$ cat src/decode_pkg.sv
`default_nettype none

package decode_pkg;

    localparam int unsigned XLEN          = 32;
    localparam int unsigned REG_ADDR_W    = 5;
    localparam int unsigned BYTES_PER_REG = XLEN / 8;

    typedef enum logic [3:0] {
        GRP_NONE,
        GRP_LOAD,
        GRP_OPIMM,
        GRP_AUIPC,
        GRP_STORE,
        GRP_OP,
        GRP_LUI,
        GRP_BRANCH,
        GRP_JALR,
        GRP_JAL
    } opcode_grp_e;

    typedef enum logic [1:0] {
        FSEL_ADD,
        FSEL_CMP,
        FSEL_LOGIC,
        FSEL_SHIFT
    } alu_fsel_e;

    typedef struct packed {
        logic       sign;
        logic       inv2;  // Invert operand 2
        logic       cin;
        logic [1:0] rsel;  // Result select within the function unit
        alu_fsel_e  fsel;
    } alu_ctl_t;

    typedef struct packed {
        logic tube_0c;
        logic tube_4c;
        logic tube_8c;
    } tube_sel_t;

    typedef struct packed {
        logic                  valid;
        logic [REG_ADDR_W-1:0] rd;
    } tube_entry_t;

    typedef struct packed {
        logic            instr_valid;
        logic [XLEN-1:0] pc;
        logic [31:0]     instr;
    } decode_in_t;

    typedef struct packed {
        logic                     issue;
        tube_sel_t                tube_sel;
        alu_ctl_t                 alu_ctl;
        logic                     pc_wr_en;
        logic                     branch;
        logic                     pc_sel_j;
        logic                     pc_sel_k;
        logic                     lane_y_sel_j;
        logic                     lane_y_sel_k;
        logic                     lane_j_add_pc;
        logic                     mem_rd_en;
        logic                     mem_wr_en;
        logic [BYTES_PER_REG-1:0] mem_wr_ben;
        logic                     reg_wr_en;
        logic [1:0]               reg_wr_size;
        logic                     reg_wr_sign_ext;
        logic [REG_ADDR_W-1:0]    reg_wr_addr;
        logic [XLEN-1:0]          lane_a;
        logic [XLEN-1:0]          lane_b;
        logic [XLEN-1:0]          lane_c;
        logic [XLEN-1:0]          lane_d;
    } decode_out_t;

endpackage

`default_nettype wire

$ cat src/alu_op_decode.sv
`timescale 1ns/1ps
`default_nettype none

module alu_op_decode import decode_pkg::*; (
    input  logic [31:0] instr,
    input  opcode_grp_e grp,
    output tube_sel_t   tube_sel,
    output alu_ctl_t    alu_ctl
);

    localparam logic [6:0] FUNCT7_MEXT = 7'b0000001;

    logic [2:0] funct3;
    logic       is_op;
    logic       is_mext;

    always_comb funct3  = instr[14:12];
    always_comb is_op   = (grp == GRP_OP);
    always_comb is_mext = is_op && (instr[31:25] == FUNCT7_MEXT);

    always_comb begin
        tube_sel = '0;
        unique case (grp)
            GRP_OP: begin
                if (is_mext) begin
                    tube_sel.tube_8c = funct3[2];   // DIV, DIVU, REM, REMU
                    tube_sel.tube_4c = ~funct3[2];  // MUL family
                end else begin
                    tube_sel.tube_0c = 1'b1;
                end
            end
            GRP_LOAD,
            GRP_STORE,
            GRP_OPIMM,
            GRP_BRANCH,
            GRP_JALR:   tube_sel.tube_0c = 1'b1;
            default:    tube_sel = '0;  // LUI, AUIPC, JAL use no tube
        endcase

        assert ($onehot0(tube_sel))
            else $error("alu_op_decode: tube_sel %b not one-hot", tube_sel);
    end

    always_comb begin
        alu_ctl = '{sign: 1'b0, inv2: 1'b0, cin: 1'b0, rsel: 2'd0, fsel: FSEL_ADD};
        if ((grp == GRP_OPIMM) || (is_op && !is_mext)) begin
            unique case (funct3)
                3'b000: begin  // ADD/SUB, only OP honours instr[30]
                    alu_ctl.sign = 1'b1;
                    alu_ctl.inv2 = is_op & instr[30];
                    alu_ctl.cin  = is_op & instr[30];
                end
                3'b001: alu_ctl.fsel = FSEL_SHIFT;
                3'b010: alu_ctl = '{sign: 1'b1, inv2: 1'b1, cin: 1'b1, rsel: 2'd2, fsel: FSEL_CMP};
                3'b011: alu_ctl = '{sign: 1'b0, inv2: 1'b1, cin: 1'b1, rsel: 2'd2, fsel: FSEL_CMP};
                3'b100: alu_ctl.fsel = FSEL_LOGIC;
                3'b101: alu_ctl = '{sign: instr[30], inv2: 1'b0, cin: 1'b0, rsel: 2'd2,
                                    fsel: FSEL_SHIFT};  // SRL/SRA
                3'b110: alu_ctl = '{sign: 1'b0, inv2: 1'b0, cin: 1'b0, rsel: 2'd2, fsel: FSEL_LOGIC};
                3'b111: alu_ctl = '{sign: 1'b0, inv2: 1'b0, cin: 1'b0, rsel: 2'd3, fsel: FSEL_LOGIC};
                default: ;
            endcase
        end else if (grp == GRP_BRANCH) begin
            alu_ctl.inv2 = 1'b1;
            alu_ctl.fsel = FSEL_CMP;
            unique case (funct3)
                3'b000: alu_ctl.rsel = 2'd0;  // BEQ
                3'b001: alu_ctl.rsel = 2'd1;  // BNE
                3'b100: alu_ctl = '{sign: 1'b1, inv2: 1'b1, cin: 1'b0, rsel: 2'd2, fsel: FSEL_CMP};
                3'b101: alu_ctl = '{sign: 1'b1, inv2: 1'b1, cin: 1'b0, rsel: 2'd3, fsel: FSEL_CMP};
                3'b110: alu_ctl.rsel = 2'd2;  // BLTU
                3'b111: alu_ctl.rsel = 2'd3;  // BGEU
                default: alu_ctl = '{sign: 1'b0, inv2: 1'b0, cin: 1'b0, rsel: 2'd0,
                                     fsel: FSEL_ADD};
            endcase
        end
    end

endmodule

`default_nettype wire

$ cat src/decode.sv
`timescale 1ns/1ps
`default_nettype none

module decode import decode_pkg::*; #(
    parameter int unsigned TUBE_4C_DEPTH = 4,
    parameter int unsigned TUBE_8C_DEPTH = 8
) (
    input  logic                  clk,
    input  logic                  rst_n,
    input  decode_in_t            in,
    input  logic [XLEN-1:0]       reg1,
    input  logic [XLEN-1:0]       reg2,
    output logic [REG_ADDR_W-1:0] reg1_rd_addr,
    output logic [REG_ADDR_W-1:0] reg2_rd_addr,
    output decode_out_t           out
);

    opcode_grp_e              grp;
    logic [XLEN-1:0]          imm;
    tube_sel_t                tube_sel;
    tube_sel_t                issued_sel;
    alu_ctl_t                 alu_ctl;
    logic [XLEN-1:0]          lane_a;
    logic [XLEN-1:0]          lane_b;
    logic [XLEN-1:0]          lane_c;
    logic [XLEN-1:0]          lane_d;
    logic                     lane_j_add_pc;
    logic                     lane_y_sel_j;
    logic                     lane_y_sel_k;
    logic                     issue;
    logic                     pc_wr_en;
    logic                     mem_rd_en;
    logic                     mem_wr_en;
    logic [BYTES_PER_REG-1:0] mem_wr_ben;
    logic                     reg_wr_en;

    always_comb reg1_rd_addr = in.instr[19:15];
    always_comb reg2_rd_addr = in.instr[24:20];

    opcode_decode i_opcode_decode (
        .instr       (in.instr),
        .instr_valid (in.instr_valid),
        .grp         (grp),
        .imm         (imm)
    );

    alu_op_decode i_alu_op_decode (
        .instr    (in.instr),
        .grp      (grp),
        .tube_sel (tube_sel),
        .alu_ctl  (alu_ctl)
    );

    operand_lanes i_operand_lanes (
        .grp           (grp),
        .pc            (in.pc),
        .imm           (imm),
        .reg1          (reg1),
        .reg2          (reg2),
        .lane_a        (lane_a),
        .lane_b        (lane_b),
        .lane_c        (lane_c),
        .lane_d        (lane_d),
        .lane_j_add_pc (lane_j_add_pc),
        .lane_y_sel_j  (lane_y_sel_j),
        .lane_y_sel_k  (lane_y_sel_k)
    );

    issue_control #(
        .TUBE_4C_DEPTH (TUBE_4C_DEPTH),
        .TUBE_8C_DEPTH (TUBE_8C_DEPTH)
    ) i_issue_control (
        .clk        (clk),
        .rst_n      (rst_n),
        .grp        (grp),
        .tube_sel   (tube_sel),
        .instr      (in.instr),
        .issue      (issue),
        .issued_sel (issued_sel),
        .pc_wr_en   (pc_wr_en),
        .mem_rd_en  (mem_rd_en),
        .mem_wr_en  (mem_wr_en),
        .mem_wr_ben (mem_wr_ben),
        .reg_wr_en  (reg_wr_en)
    );

    always_comb out = '{
        issue:           issue,
        tube_sel:        issued_sel,
        alu_ctl:         alu_ctl,
        pc_wr_en:        pc_wr_en,
        branch:          (grp == GRP_BRANCH),
        pc_sel_j:        (grp == GRP_JAL),
        pc_sel_k:        (grp == GRP_JALR),
        lane_y_sel_j:    lane_y_sel_j,
        lane_y_sel_k:    lane_y_sel_k,
        lane_j_add_pc:   lane_j_add_pc,
        mem_rd_en:       mem_rd_en,
        mem_wr_en:       mem_wr_en,
        mem_wr_ben:      mem_wr_ben,
        reg_wr_en:       reg_wr_en,
        reg_wr_size:     in.instr[13:12],  // Byte, half or word
        reg_wr_sign_ext: ~in.instr[14],
        reg_wr_addr:     in.instr[11:7],
        lane_a:          lane_a,
        lane_b:          lane_b,
        lane_c:          lane_c,
        lane_d:          lane_d
    };

endmodule

`default_nettype wire

$ cat src/issue_control.sv
`timescale 1ns/1ps
`default_nettype none

module issue_control import decode_pkg::*; #(
    parameter int unsigned TUBE_4C_DEPTH = 4,
    parameter int unsigned TUBE_8C_DEPTH = 8
) (
    input  logic                     clk,
    input  logic                     rst_n,
    input  opcode_grp_e              grp,
    input  tube_sel_t                tube_sel,
    input  logic [31:0]              instr,
    output logic                     issue,
    output tube_sel_t                issued_sel,
    output logic                     pc_wr_en,
    output logic                     mem_rd_en,
    output logic                     mem_wr_en,
    output logic [BYTES_PER_REG-1:0] mem_wr_ben,
    output logic                     reg_wr_en
);

    // 8c entry here retires in the same cycle as a 4c issued now
    localparam int unsigned SLOT_M = TUBE_8C_DEPTH - TUBE_4C_DEPTH;

    logic [REG_ADDR_W-1:0] rs1;
    logic [REG_ADDR_W-1:0] rs2;
    logic [REG_ADDR_W-1:0] rd;

    tube_entry_t push_4c;
    tube_entry_t push_8c;
    tube_entry_t slots_4c [TUBE_4C_DEPTH];
    tube_entry_t slots_8c [TUBE_8C_DEPTH];

    logic collision;
    logic hazard;

    always_comb rs1 = instr[19:15];
    always_comb rs2 = instr[24:20];
    always_comb rd  = instr[11:7];

    always_comb push_4c = '{valid: issued_sel.tube_4c, rd: rd};
    always_comb push_8c = '{valid: issued_sel.tube_8c, rd: rd};

    tube_tracker #(.DEPTH(TUBE_4C_DEPTH)) i_tube_tracker_4c (
        .clk   (clk),
        .rst_n (rst_n),
        .push  (push_4c),
        .slots (slots_4c)
    );

    tube_tracker #(.DEPTH(TUBE_8C_DEPTH)) i_tube_tracker_8c (
        .clk   (clk),
        .rst_n (rst_n),
        .push  (push_8c),
        .slots (slots_8c)
    );

    // Writeback slot already claimed
    always_comb collision =
        (tube_sel.tube_0c & (slots_4c[0].valid | slots_8c[0].valid)) |
        (tube_sel.tube_4c & slots_8c[SLOT_M].valid);

    always_comb hazard = tube_sel.tube_0c & slots_8c[SLOT_M].valid &
        ((slots_8c[SLOT_M].rd == rs1) | (slots_8c[SLOT_M].rd == rs2) |
         (slots_8c[SLOT_M].rd == rd));

    always_comb issue      = (grp != GRP_NONE) & ~collision & ~hazard;
    always_comb issued_sel = issue ? tube_sel : '0;

    always_comb pc_wr_en  = issue;
    always_comb mem_rd_en = issue & (grp == GRP_LOAD);
    always_comb mem_wr_en = issue & (grp == GRP_STORE);
    always_comb reg_wr_en = issue & (grp inside {GRP_LOAD, GRP_OPIMM, GRP_AUIPC, GRP_OP,
                                                 GRP_LUI, GRP_JALR, GRP_JAL});

    always_comb begin
        mem_wr_ben = '0;
        if (mem_wr_en) begin
            unique case (instr[14:12])
                3'b000:  mem_wr_ben = BYTES_PER_REG'(4'b0001);  // SB
                3'b001:  mem_wr_ben = BYTES_PER_REG'(4'b0011);  // SH
                3'b010:  mem_wr_ben = BYTES_PER_REG'(4'b1111);  // SW
                default: mem_wr_ben = '0;
            endcase
        end
    end

    // A 0c result never shares writeback with a retiring 4c or 8c entry
    a_no_0c_wb_clash: assert property (@(posedge clk) disable iff (!rst_n)
        issued_sel.tube_0c |-> !(slots_4c[0].valid || slots_8c[0].valid))
        else $error("issue_control: 0c issued while a tube retires");

endmodule

`default_nettype wire

$ cat src/opcode_decode.sv
`timescale 1ns/1ps
`default_nettype none

module opcode_decode import decode_pkg::*; (
    input  logic [31:0]     instr,
    input  logic            instr_valid,
    output opcode_grp_e     grp,
    output logic [XLEN-1:0] imm
);

    // RV32I major opcodes
    typedef enum logic [6:0] {
        OPC_LOAD   = 7'b0000011,
        OPC_OPIMM  = 7'b0010011,
        OPC_AUIPC  = 7'b0010111,
        OPC_STORE  = 7'b0100011,
        OPC_OP     = 7'b0110011,
        OPC_LUI    = 7'b0110111,
        OPC_BRANCH = 7'b1100011,
        OPC_JALR   = 7'b1100111,
        OPC_JAL    = 7'b1101111
    } opcode_e;

    logic [XLEN-1:0] imm_i;
    logic [XLEN-1:0] imm_s;
    logic [XLEN-1:0] imm_b;
    logic [XLEN-1:0] imm_u;
    logic [XLEN-1:0] imm_j;

    always_comb begin
        grp = GRP_NONE;
        if (instr_valid && (instr[1:0] == 2'b11)) begin  // 32-bit encodings only
            case (instr[6:0])
                OPC_LOAD:   grp = GRP_LOAD;
                OPC_OPIMM:  grp = GRP_OPIMM;
                OPC_AUIPC:  grp = GRP_AUIPC;
                OPC_STORE:  grp = GRP_STORE;
                OPC_OP:     grp = GRP_OP;
                OPC_LUI:    grp = GRP_LUI;
                OPC_BRANCH: grp = GRP_BRANCH;
                OPC_JALR:   grp = GRP_JALR;
                OPC_JAL:    grp = GRP_JAL;
                default:    grp = GRP_NONE;  // FP, AMO, SYSTEM, RV64 and the rest
            endcase
        end

        assert (grp == GRP_NONE || instr_valid)
            else $error("opcode_decode: group %s decoded without instr_valid", grp.name());
    end

    always_comb imm_i = {{(XLEN-11){instr[31]}}, instr[30:20]};
    always_comb imm_s = {{(XLEN-11){instr[31]}}, instr[30:25], instr[11:7]};
    always_comb imm_b = {{(XLEN-12){instr[31]}}, instr[7], instr[30:25], instr[11:8], 1'b0};
    always_comb imm_u = {{(XLEN-31){instr[31]}}, instr[30:12], 12'b0};
    always_comb imm_j = {{(XLEN-20){instr[31]}}, instr[19:12], instr[20], instr[30:21], 1'b0};

    always_comb begin
        unique case (grp)
            GRP_LOAD,
            GRP_OPIMM,
            GRP_JALR:   imm = imm_i;
            GRP_STORE:  imm = imm_s;
            GRP_BRANCH: imm = imm_b;
            GRP_LUI,
            GRP_AUIPC:  imm = imm_u;
            GRP_JAL:    imm = imm_j;
            default:    imm = '0;  // OP has no immediate
        endcase
    end

endmodule

`default_nettype wire

$ cat src/operand_lanes.sv
`timescale 1ns/1ps
`default_nettype none

module operand_lanes import decode_pkg::*; (
    input  opcode_grp_e     grp,
    input  logic [XLEN-1:0] pc,
    input  logic [XLEN-1:0] imm,
    input  logic [XLEN-1:0] reg1,
    input  logic [XLEN-1:0] reg2,
    output logic [XLEN-1:0] lane_a,
    output logic [XLEN-1:0] lane_b,
    output logic [XLEN-1:0] lane_c,
    output logic [XLEN-1:0] lane_d,
    output logic            lane_j_add_pc,
    output logic            lane_y_sel_j,
    output logic            lane_y_sel_k
);

    always_comb lane_a = pc;
    always_comb lane_c = reg1;

    always_comb begin
        unique case (grp)
            GRP_LOAD, GRP_AUIPC, GRP_LUI,
            GRP_BRANCH, GRP_JALR, GRP_JAL: lane_b = imm;
            GRP_STORE:                     lane_b = reg2;  // Store data
            default:                       lane_b = '0;
        endcase
    end

    always_comb begin
        unique case (grp)
            GRP_LOAD, GRP_OPIMM,
            GRP_STORE, GRP_JALR: lane_d = imm;  // Address offset or I-type operand
            GRP_OP, GRP_BRANCH:  lane_d = reg2;
            default:             lane_d = '0;
        endcase
    end

    always_comb lane_j_add_pc = grp inside {GRP_AUIPC, GRP_BRANCH, GRP_JAL};
    always_comb lane_y_sel_j  = grp inside {GRP_AUIPC, GRP_LUI};
    always_comb lane_y_sel_k  = grp inside {GRP_OPIMM, GRP_OP};  // ALU result to writeback

endmodule

`default_nettype wire

$ cat src/tube_tracker.sv
`timescale 1ns/1ps
`default_nettype none

module tube_tracker import decode_pkg::*; #(
    parameter int unsigned DEPTH = 4
) (
    input  logic        clk,
    input  logic        rst_n,
    input  tube_entry_t push,
    output tube_entry_t slots [DEPTH]
);

    logic [DEPTH-1:0]      valid_q;
    logic [REG_ADDR_W-1:0] rd_q [DEPTH];

    always_ff @(posedge clk) begin
        if (!rst_n) begin
            valid_q <= '0;
        end else begin
            valid_q <= {push.valid, valid_q[DEPTH-1:1]};  // Enter at the top, drain at 0
        end
    end

    always_ff @(posedge clk) begin
        for (int i = 0; i < DEPTH - 1; i++) begin
            rd_q[i] <= rd_q[i+1];
        end
        rd_q[DEPTH-1] <= push.rd;
    end

    always_comb begin
        for (int i = 0; i < DEPTH; i++) begin
            slots[i] = '{valid: valid_q[i], rd: rd_q[i]};
        end
    end

endmodule

`default_nettype wire
$ cat config.mk
export PLATFORM = sky130hd
export DESIGN_NAME = decode
export DESIGN_NICKNAME = d
export VERILOG_FILES = /design/src/decode_pkg.sv /design/src/alu_op_decode.sv /design/src/decode.sv /design/src/issue_control.sv /design/src/opcode_decode.sv /design/src/operand_lanes.sv /design/src/tube_tracker.sv
export SDC_FILE = /design/constraint.sdc
export NUM_CORES = 1
export LEC_CHECK = 0
export CAP_MARGIN = 20
export CORE_AREA = 2 2 117 119
export DETAILED_ROUTE_END_ITERATION = 12
export DIE_AREA = 0 0 119 121
export DONT_BUFFER_PORTS = 1
export GPL_ROUTABILITY_DRIVEN = 0
export PLACE_DENSITY = 0.42
export SLEW_MARGIN = 20
export SYNTH_ARGS = -nofsm -noshare
export SYNTH_HDL_FRONTEND = slang
export SYNTH_SLANG_ARGS = --single-unit
$ cat constraint.sdc
create_clock -name clk -period 2.9 [get_ports clk]
set_input_delay 0.435 -clock clk [delete_from_list [all_inputs] [get_ports clk]]
set_output_delay 0.435 -clock clk [all_outputs]
set_load 0.05 [all_outputs]
== Word-level counts from Yosys, hierarchy flattened ==
Memory sizes are Yosys's and may differ from the RTL's.
Cells that the tools add are included.
Word-level totals
  register bits after elaboration: 12
  bits in writable memories: 40
  input bits: 131
  output and inout bits: 171
  word-level logic and storage cells: 96
  memories: 1
Cells by class
  equal/unequal tests: 30
  mux-type cells: 20
  bitwise gates (word level): 17
  reduce and logical (&&, ||, !) cells: 26
Memories
  i_issue_control.i_tube_tracker_8c.rd_q: words 8, bits a word 5, rd ports 7, clocked after Yosys merged registers in 0, write ports 8, line tube_tracker.sv:14  | logic [REG_ADDR_W-1:0] rd_q [DEPTH];
Operator list (count)
  $pmux 32 s5: 1
  $pmux 32 s2: 2
  $pmux 4 s9: 1
  $eq 7x6->1 const B: 3
  $eq 7x7->1 const B: 3
  $eq 4x3->1 const B: 4
  $eq 5x5->1: 3
  $eq 7x5->1 const B: 2
  $mux 7: 2
  $reduce_or 2->1: 7
  $eq 3x3->1 const B: 4
  $pmux 2 s3: 2
  $pmux 3 s4: 1
  $pmux 4 s3: 1
  $reduce_or 4->1: 3
  $reduce_or 6->1: 2
  $and 1x1->1: 10
  $eq 4x2->1 const B: 2
  $eq 4x4->1 const B: 2
  $mux 4: 2
  $eq 7x1->1 const B: 1
  $eq 7x2->1 const B: 1
  $reduce_bool 7->1: 1
  $eq 3x2->1 const B: 2
  other kinds (20): 31

== Longest topological paths before layout ==
  depth in word-level cells: 14
  mapped depth: 10
  gate-level depth less buffers: 6

== Modules after synthesis ==
A second synthesis with hierarchy kept.
Second synthesis, totals
  cell total of the unflattened synthesis: 558
  area total of the unflattened synthesis: 5073.6 um2
Modules (own cells, without submodules)
  operand_lanes: times used 1, cells an instance 239, area each 1906.8 um2, sequential area each 0.0 um2
  tube_tracker at i_issue_control.i_tube_tracker_8c: times used 1, cells an instance 56, area each 1011.0 um2, sequential area each 960.9 um2
  opcode_decode: times used 1, cells an instance 100, area each 685.7 um2, sequential area each 0.0 um2
  tube_tracker at i_issue_control.i_tube_tracker_4c: times used 1, cells an instance 28, area each 505.5 um2, sequential area each 480.5 um2
  issue_control: times used 1, cells an instance 54, area each 391.6 um2, sequential area each 0.0 um2
  alu_op_decode: times used 1, cells an instance 52, area each 344.1 um2, sequential area each 0.0 um2
  decode: times used 1, cells an instance 29, area each 229.0 um2, sequential area each 0.0 um2

== Worst setup path after synthesis ==
No wires, ideal clock.
  path kind: in2out
  from: input in[4] (netlist name)
  to: output out[11] (netlist name)
  arrival time: 3.699 ns
  data required time: 2.465 ns
  path slack: -1.234 ns
  cell stages on the path: 7
  path buffers: 2
  cells stage by stage: buf_4 -> nand4b_1 -> nor3_1 -> o21bai_2 -> nor2_1 -> clkbuf_2 -> o21ai_0
RTL lines
  start, declared: line decode.sv:10  | input decode_in_t in,
  end, declared: line decode.sv:15  | output decode_out_t out

==> metrics <==
status finished clean; clock latency on the worst-skew pair 0.27 ns; top_reg_cell synth dfxtp_1; core box area 0.0131 mm^2; routed len/inst 23.0 um; R2R setup slack 1.93 ns; Final Setup Violations 0; #FFs+latches synth 32; max-cap violations 0; Rel. slew slack 59.2%; Finished Cell Area 0.00463 mm^2; share of cells above drive strength 1 42.5%; routed vias 3007; Distinct cells, synth 63; # rows 42; r2r endpoint i_issue_control.i_tube_tracker_4c.valid_q[3]$_SDFF_PN0_; setup TNS 0 ns; Crit path arrival time 2.35 ns; RSZ-0062 raised after global routing no; Reg2Reg Launch Point i_issue_control.i_tube_tracker_8c.valid_q[4]$_SDFF_PN0_; Num CTS Buffers 5; CTS max path bufs 2; Tcrit/Tclk final 96.0%; DR top layer met4; initial antenna violation count 0; Synth Instances 415; Layout Nets 537; crit path kind in2out; Post-CTS Resized 0; hold_buf cts 0; gr ovfl total 0; H-tree levels 2; fmax 359 MHz; Buffers on Ports 0; CP Launch Type input port; Setup Skew 0.00112 ns; Hold Crit Class in2reg; commonest non-fill, non-tap cell in the layout buf_12; Leak Pwr 1.74 nW; Max IR drop VDD 0.477 mV; number of synthesized flops with an enable pin 0; CP endpoint out[74]; post-synth top area share 22.8%; Synth async-reset ratio 0%; final hold violations 0; dpl cell area 0.00447 mm^2; wire length on met2 6950 um; sequential area share after synthesis 20.2%; vias in the first global route 3022; largest net degree at the start of global routing 33; setup bufs post-CTS 0; routed wl met3 1290 um; measured slew at the worst slew-check pin 0.608 ns; Initial DRC Count 136; cells along the critical path nor2b_1 -> a22oi_1 -> nor4_1 -> buf_4 -> o21a_1 -> a22o_1 -> buf_12; vias per inst 5.16; syn_nets 546; Avg Inst Size Synth 7.63 um^2; Sink Count 32; Post-DRT Antenna Nets 0; sequential share of power 40.7%; # diodes 0; Max FO, Critical Path 14; combinational power share 15.2%; wl on met1 4960 um; crit path from in[5]; cell taking the most area after synthesis buf_4; max-slew violation count 0; CP peak stage delay 0.45 ns; commonest cells after routing, fill and taps aside 65 x buf_12, 47 x nand2_1, 37 x buf_4; Pint 0.000871 W; Crit. End Element output port; final wirelength 13400 um; Clk pwr share 44.1%; slack of the critical path 0.116 ns; Post-DP HPWL 11000 um; post-layout min period 2.78 ns; CTS clock-pin slew for the worst setup and hold paths 0.05 ns; required time worst endpoint 2.47 ns; DRC viols 0; pre-CTS setup slack 0.0630 ns; io pins 302; power density over the cells 246 mW/mm^2; Post-Syn Area 0.00317 mm^2; Synth area leaders buf_4 23%, dfxtp_1 20%, nand2_1 5.6%; global-route wire length before repair 19500 um; initial core utilization 24.2%; CTS tree built; total net switching power 0.000266 W; root buf cell clkbuf_16; GRT Util Overall 17.8%; Sw Ratio 23.4%; die width 119 um; Yosys Warn Count 0; Die Height 121 um; CP max stage cell nor4_1; FF-to-FF path depth 3; Die Area 0.0144 mm^2; Layout area overhead 46.2%; drt pass-1 iters 4
[sequential cells by signal (all words and copies together) (netlist names)]
name,flops
i_issue_control.i_tube_tracker_8c.rd_q,20
i_issue_control.i_tube_tracker_8c.valid_q,8
i_issue_control.i_tube_tracker_4c.valid_q,4
[worst max-delay path, delay by kind of cell]
| kind | cells | cell delay, ns |
|---|---|---|
| AND/OR/NAND/NOR | 2 | 0.86 |
| AO/OA/AOI/OAI | 3 | 0.67 |
| buffers and inverters | 2 | 0.38 |
[synth_stat cells (all sizes together), types with 4 or more instances]
master / n
buf: 105
nand2: 47
o21ai: 36
dfxtp: 32
a221o: 18
nor2: 17
and2: 16
a22o: 15
clkbuf: 13
nor3: 13
a21oi: 11
xnor2: 10
xor2: 9
nand3: 8
a22oi: 7
nor4: 5
a21boi: 4
a31oi: 4
and3: 4
inv: 4
nor2b: 4
nor3b: 4
[how the worst min path moves through the flow]
stage / from / end / cells after the start
after floorplan: i_issue_control.i_tube_tracker_8c.rd_q[1][5]$_DFF_P_ / i_issue_control.i_tube_tracker_8c.rd_q[1][0]$_DFF_P_ / 0
after global placement: i_issue_control.i_tube_tracker_8c.rd_q[1][13]$_DFF_P_ / i_issue_control.i_tube_tracker_8c.rd_q[1][8]$_DFF_P_ / 0
after detailed placement: i_issue_control.i_tube_tracker_8c.rd_q[1][6]$_DFF_P_ / i_issue_control.i_tube_tracker_8c.rd_q[1][1]$_DFF_P_ / 0
after CTS: in[9] / i_issue_control.i_tube_tracker_8c.rd_q[1][17]$_DFF_P_ / 0
after global routing: in[9] / i_issue_control.i_tube_tracker_8c.rd_q[1][17]$_DFF_P_ / 0
final: in[9] / i_issue_control.i_tube_tracker_8c.rd_q[1][17]$_DFF_P_ / 0
[through the flow]
step | total power (W) | util [%] | std cells | hold WS, ns
3_3_place_gp | 0.000642 | 34.2 | 575 | 0.310
4_1_cts | 0.00115 | 35.3 | 583 | 0.181
3_5_place_dp | 0.000644 | 34.2 | 575 | 0.314
6_report | 0.00114 | 35.4 | 583 | 0.187
2_1_floorplan | 0.000909 | - | 415 | 0.310
5_1_grt | 0.00118 | 35.4 | 583 | 0.178
[area by class of cell]
type	instances	area, um^2
fillers	1322	8460
multi-input cells	260	2020
repair buffers	102	1580
flip-flops and latches	32	641
well taps	176	220
clock buffers	8	146
inverters	5	18.8
[power groups by stage]
stage          clock network, W  registers [W]  logic [W]
2_1_floorplan                 0       0.000469   0.000440
3_3_place_gp                  0       0.000470   0.000172
3_5_place_dp                  0       0.000471   0.000173
4_1_cts                0.000517       0.000462   0.000174
5_1_grt                0.000537       0.000463   0.000184
6_report               0.000502       0.000462   0.000173
[metal layers]
metal / up-vias / GRT usage, %
met1: 1440 / 21.1
met2: 179 / 30.9
met4: 0 / 4.54
li1: 1360 / -
met5: - / 0
met3: 28 / 5.97
[cell families (layout without fill, tap and decap cells)]
| family | after synthesis | count (layout) | synth area share [%] |
|---|---|---|---|
| xor+xnor | 19 | 19 | 5.26 |
| flops | 32 | 32 | 20.2 |
| buf+inv | 123 | 115 | 26.5 |
| simple gates | 128 | 128 | 21.5 |
| compound gates | 112 | 112 | 26.2 |
| mux | 1 | 1 | 0.316 |
Note: power is estimated with default switching activity, not from simulation.
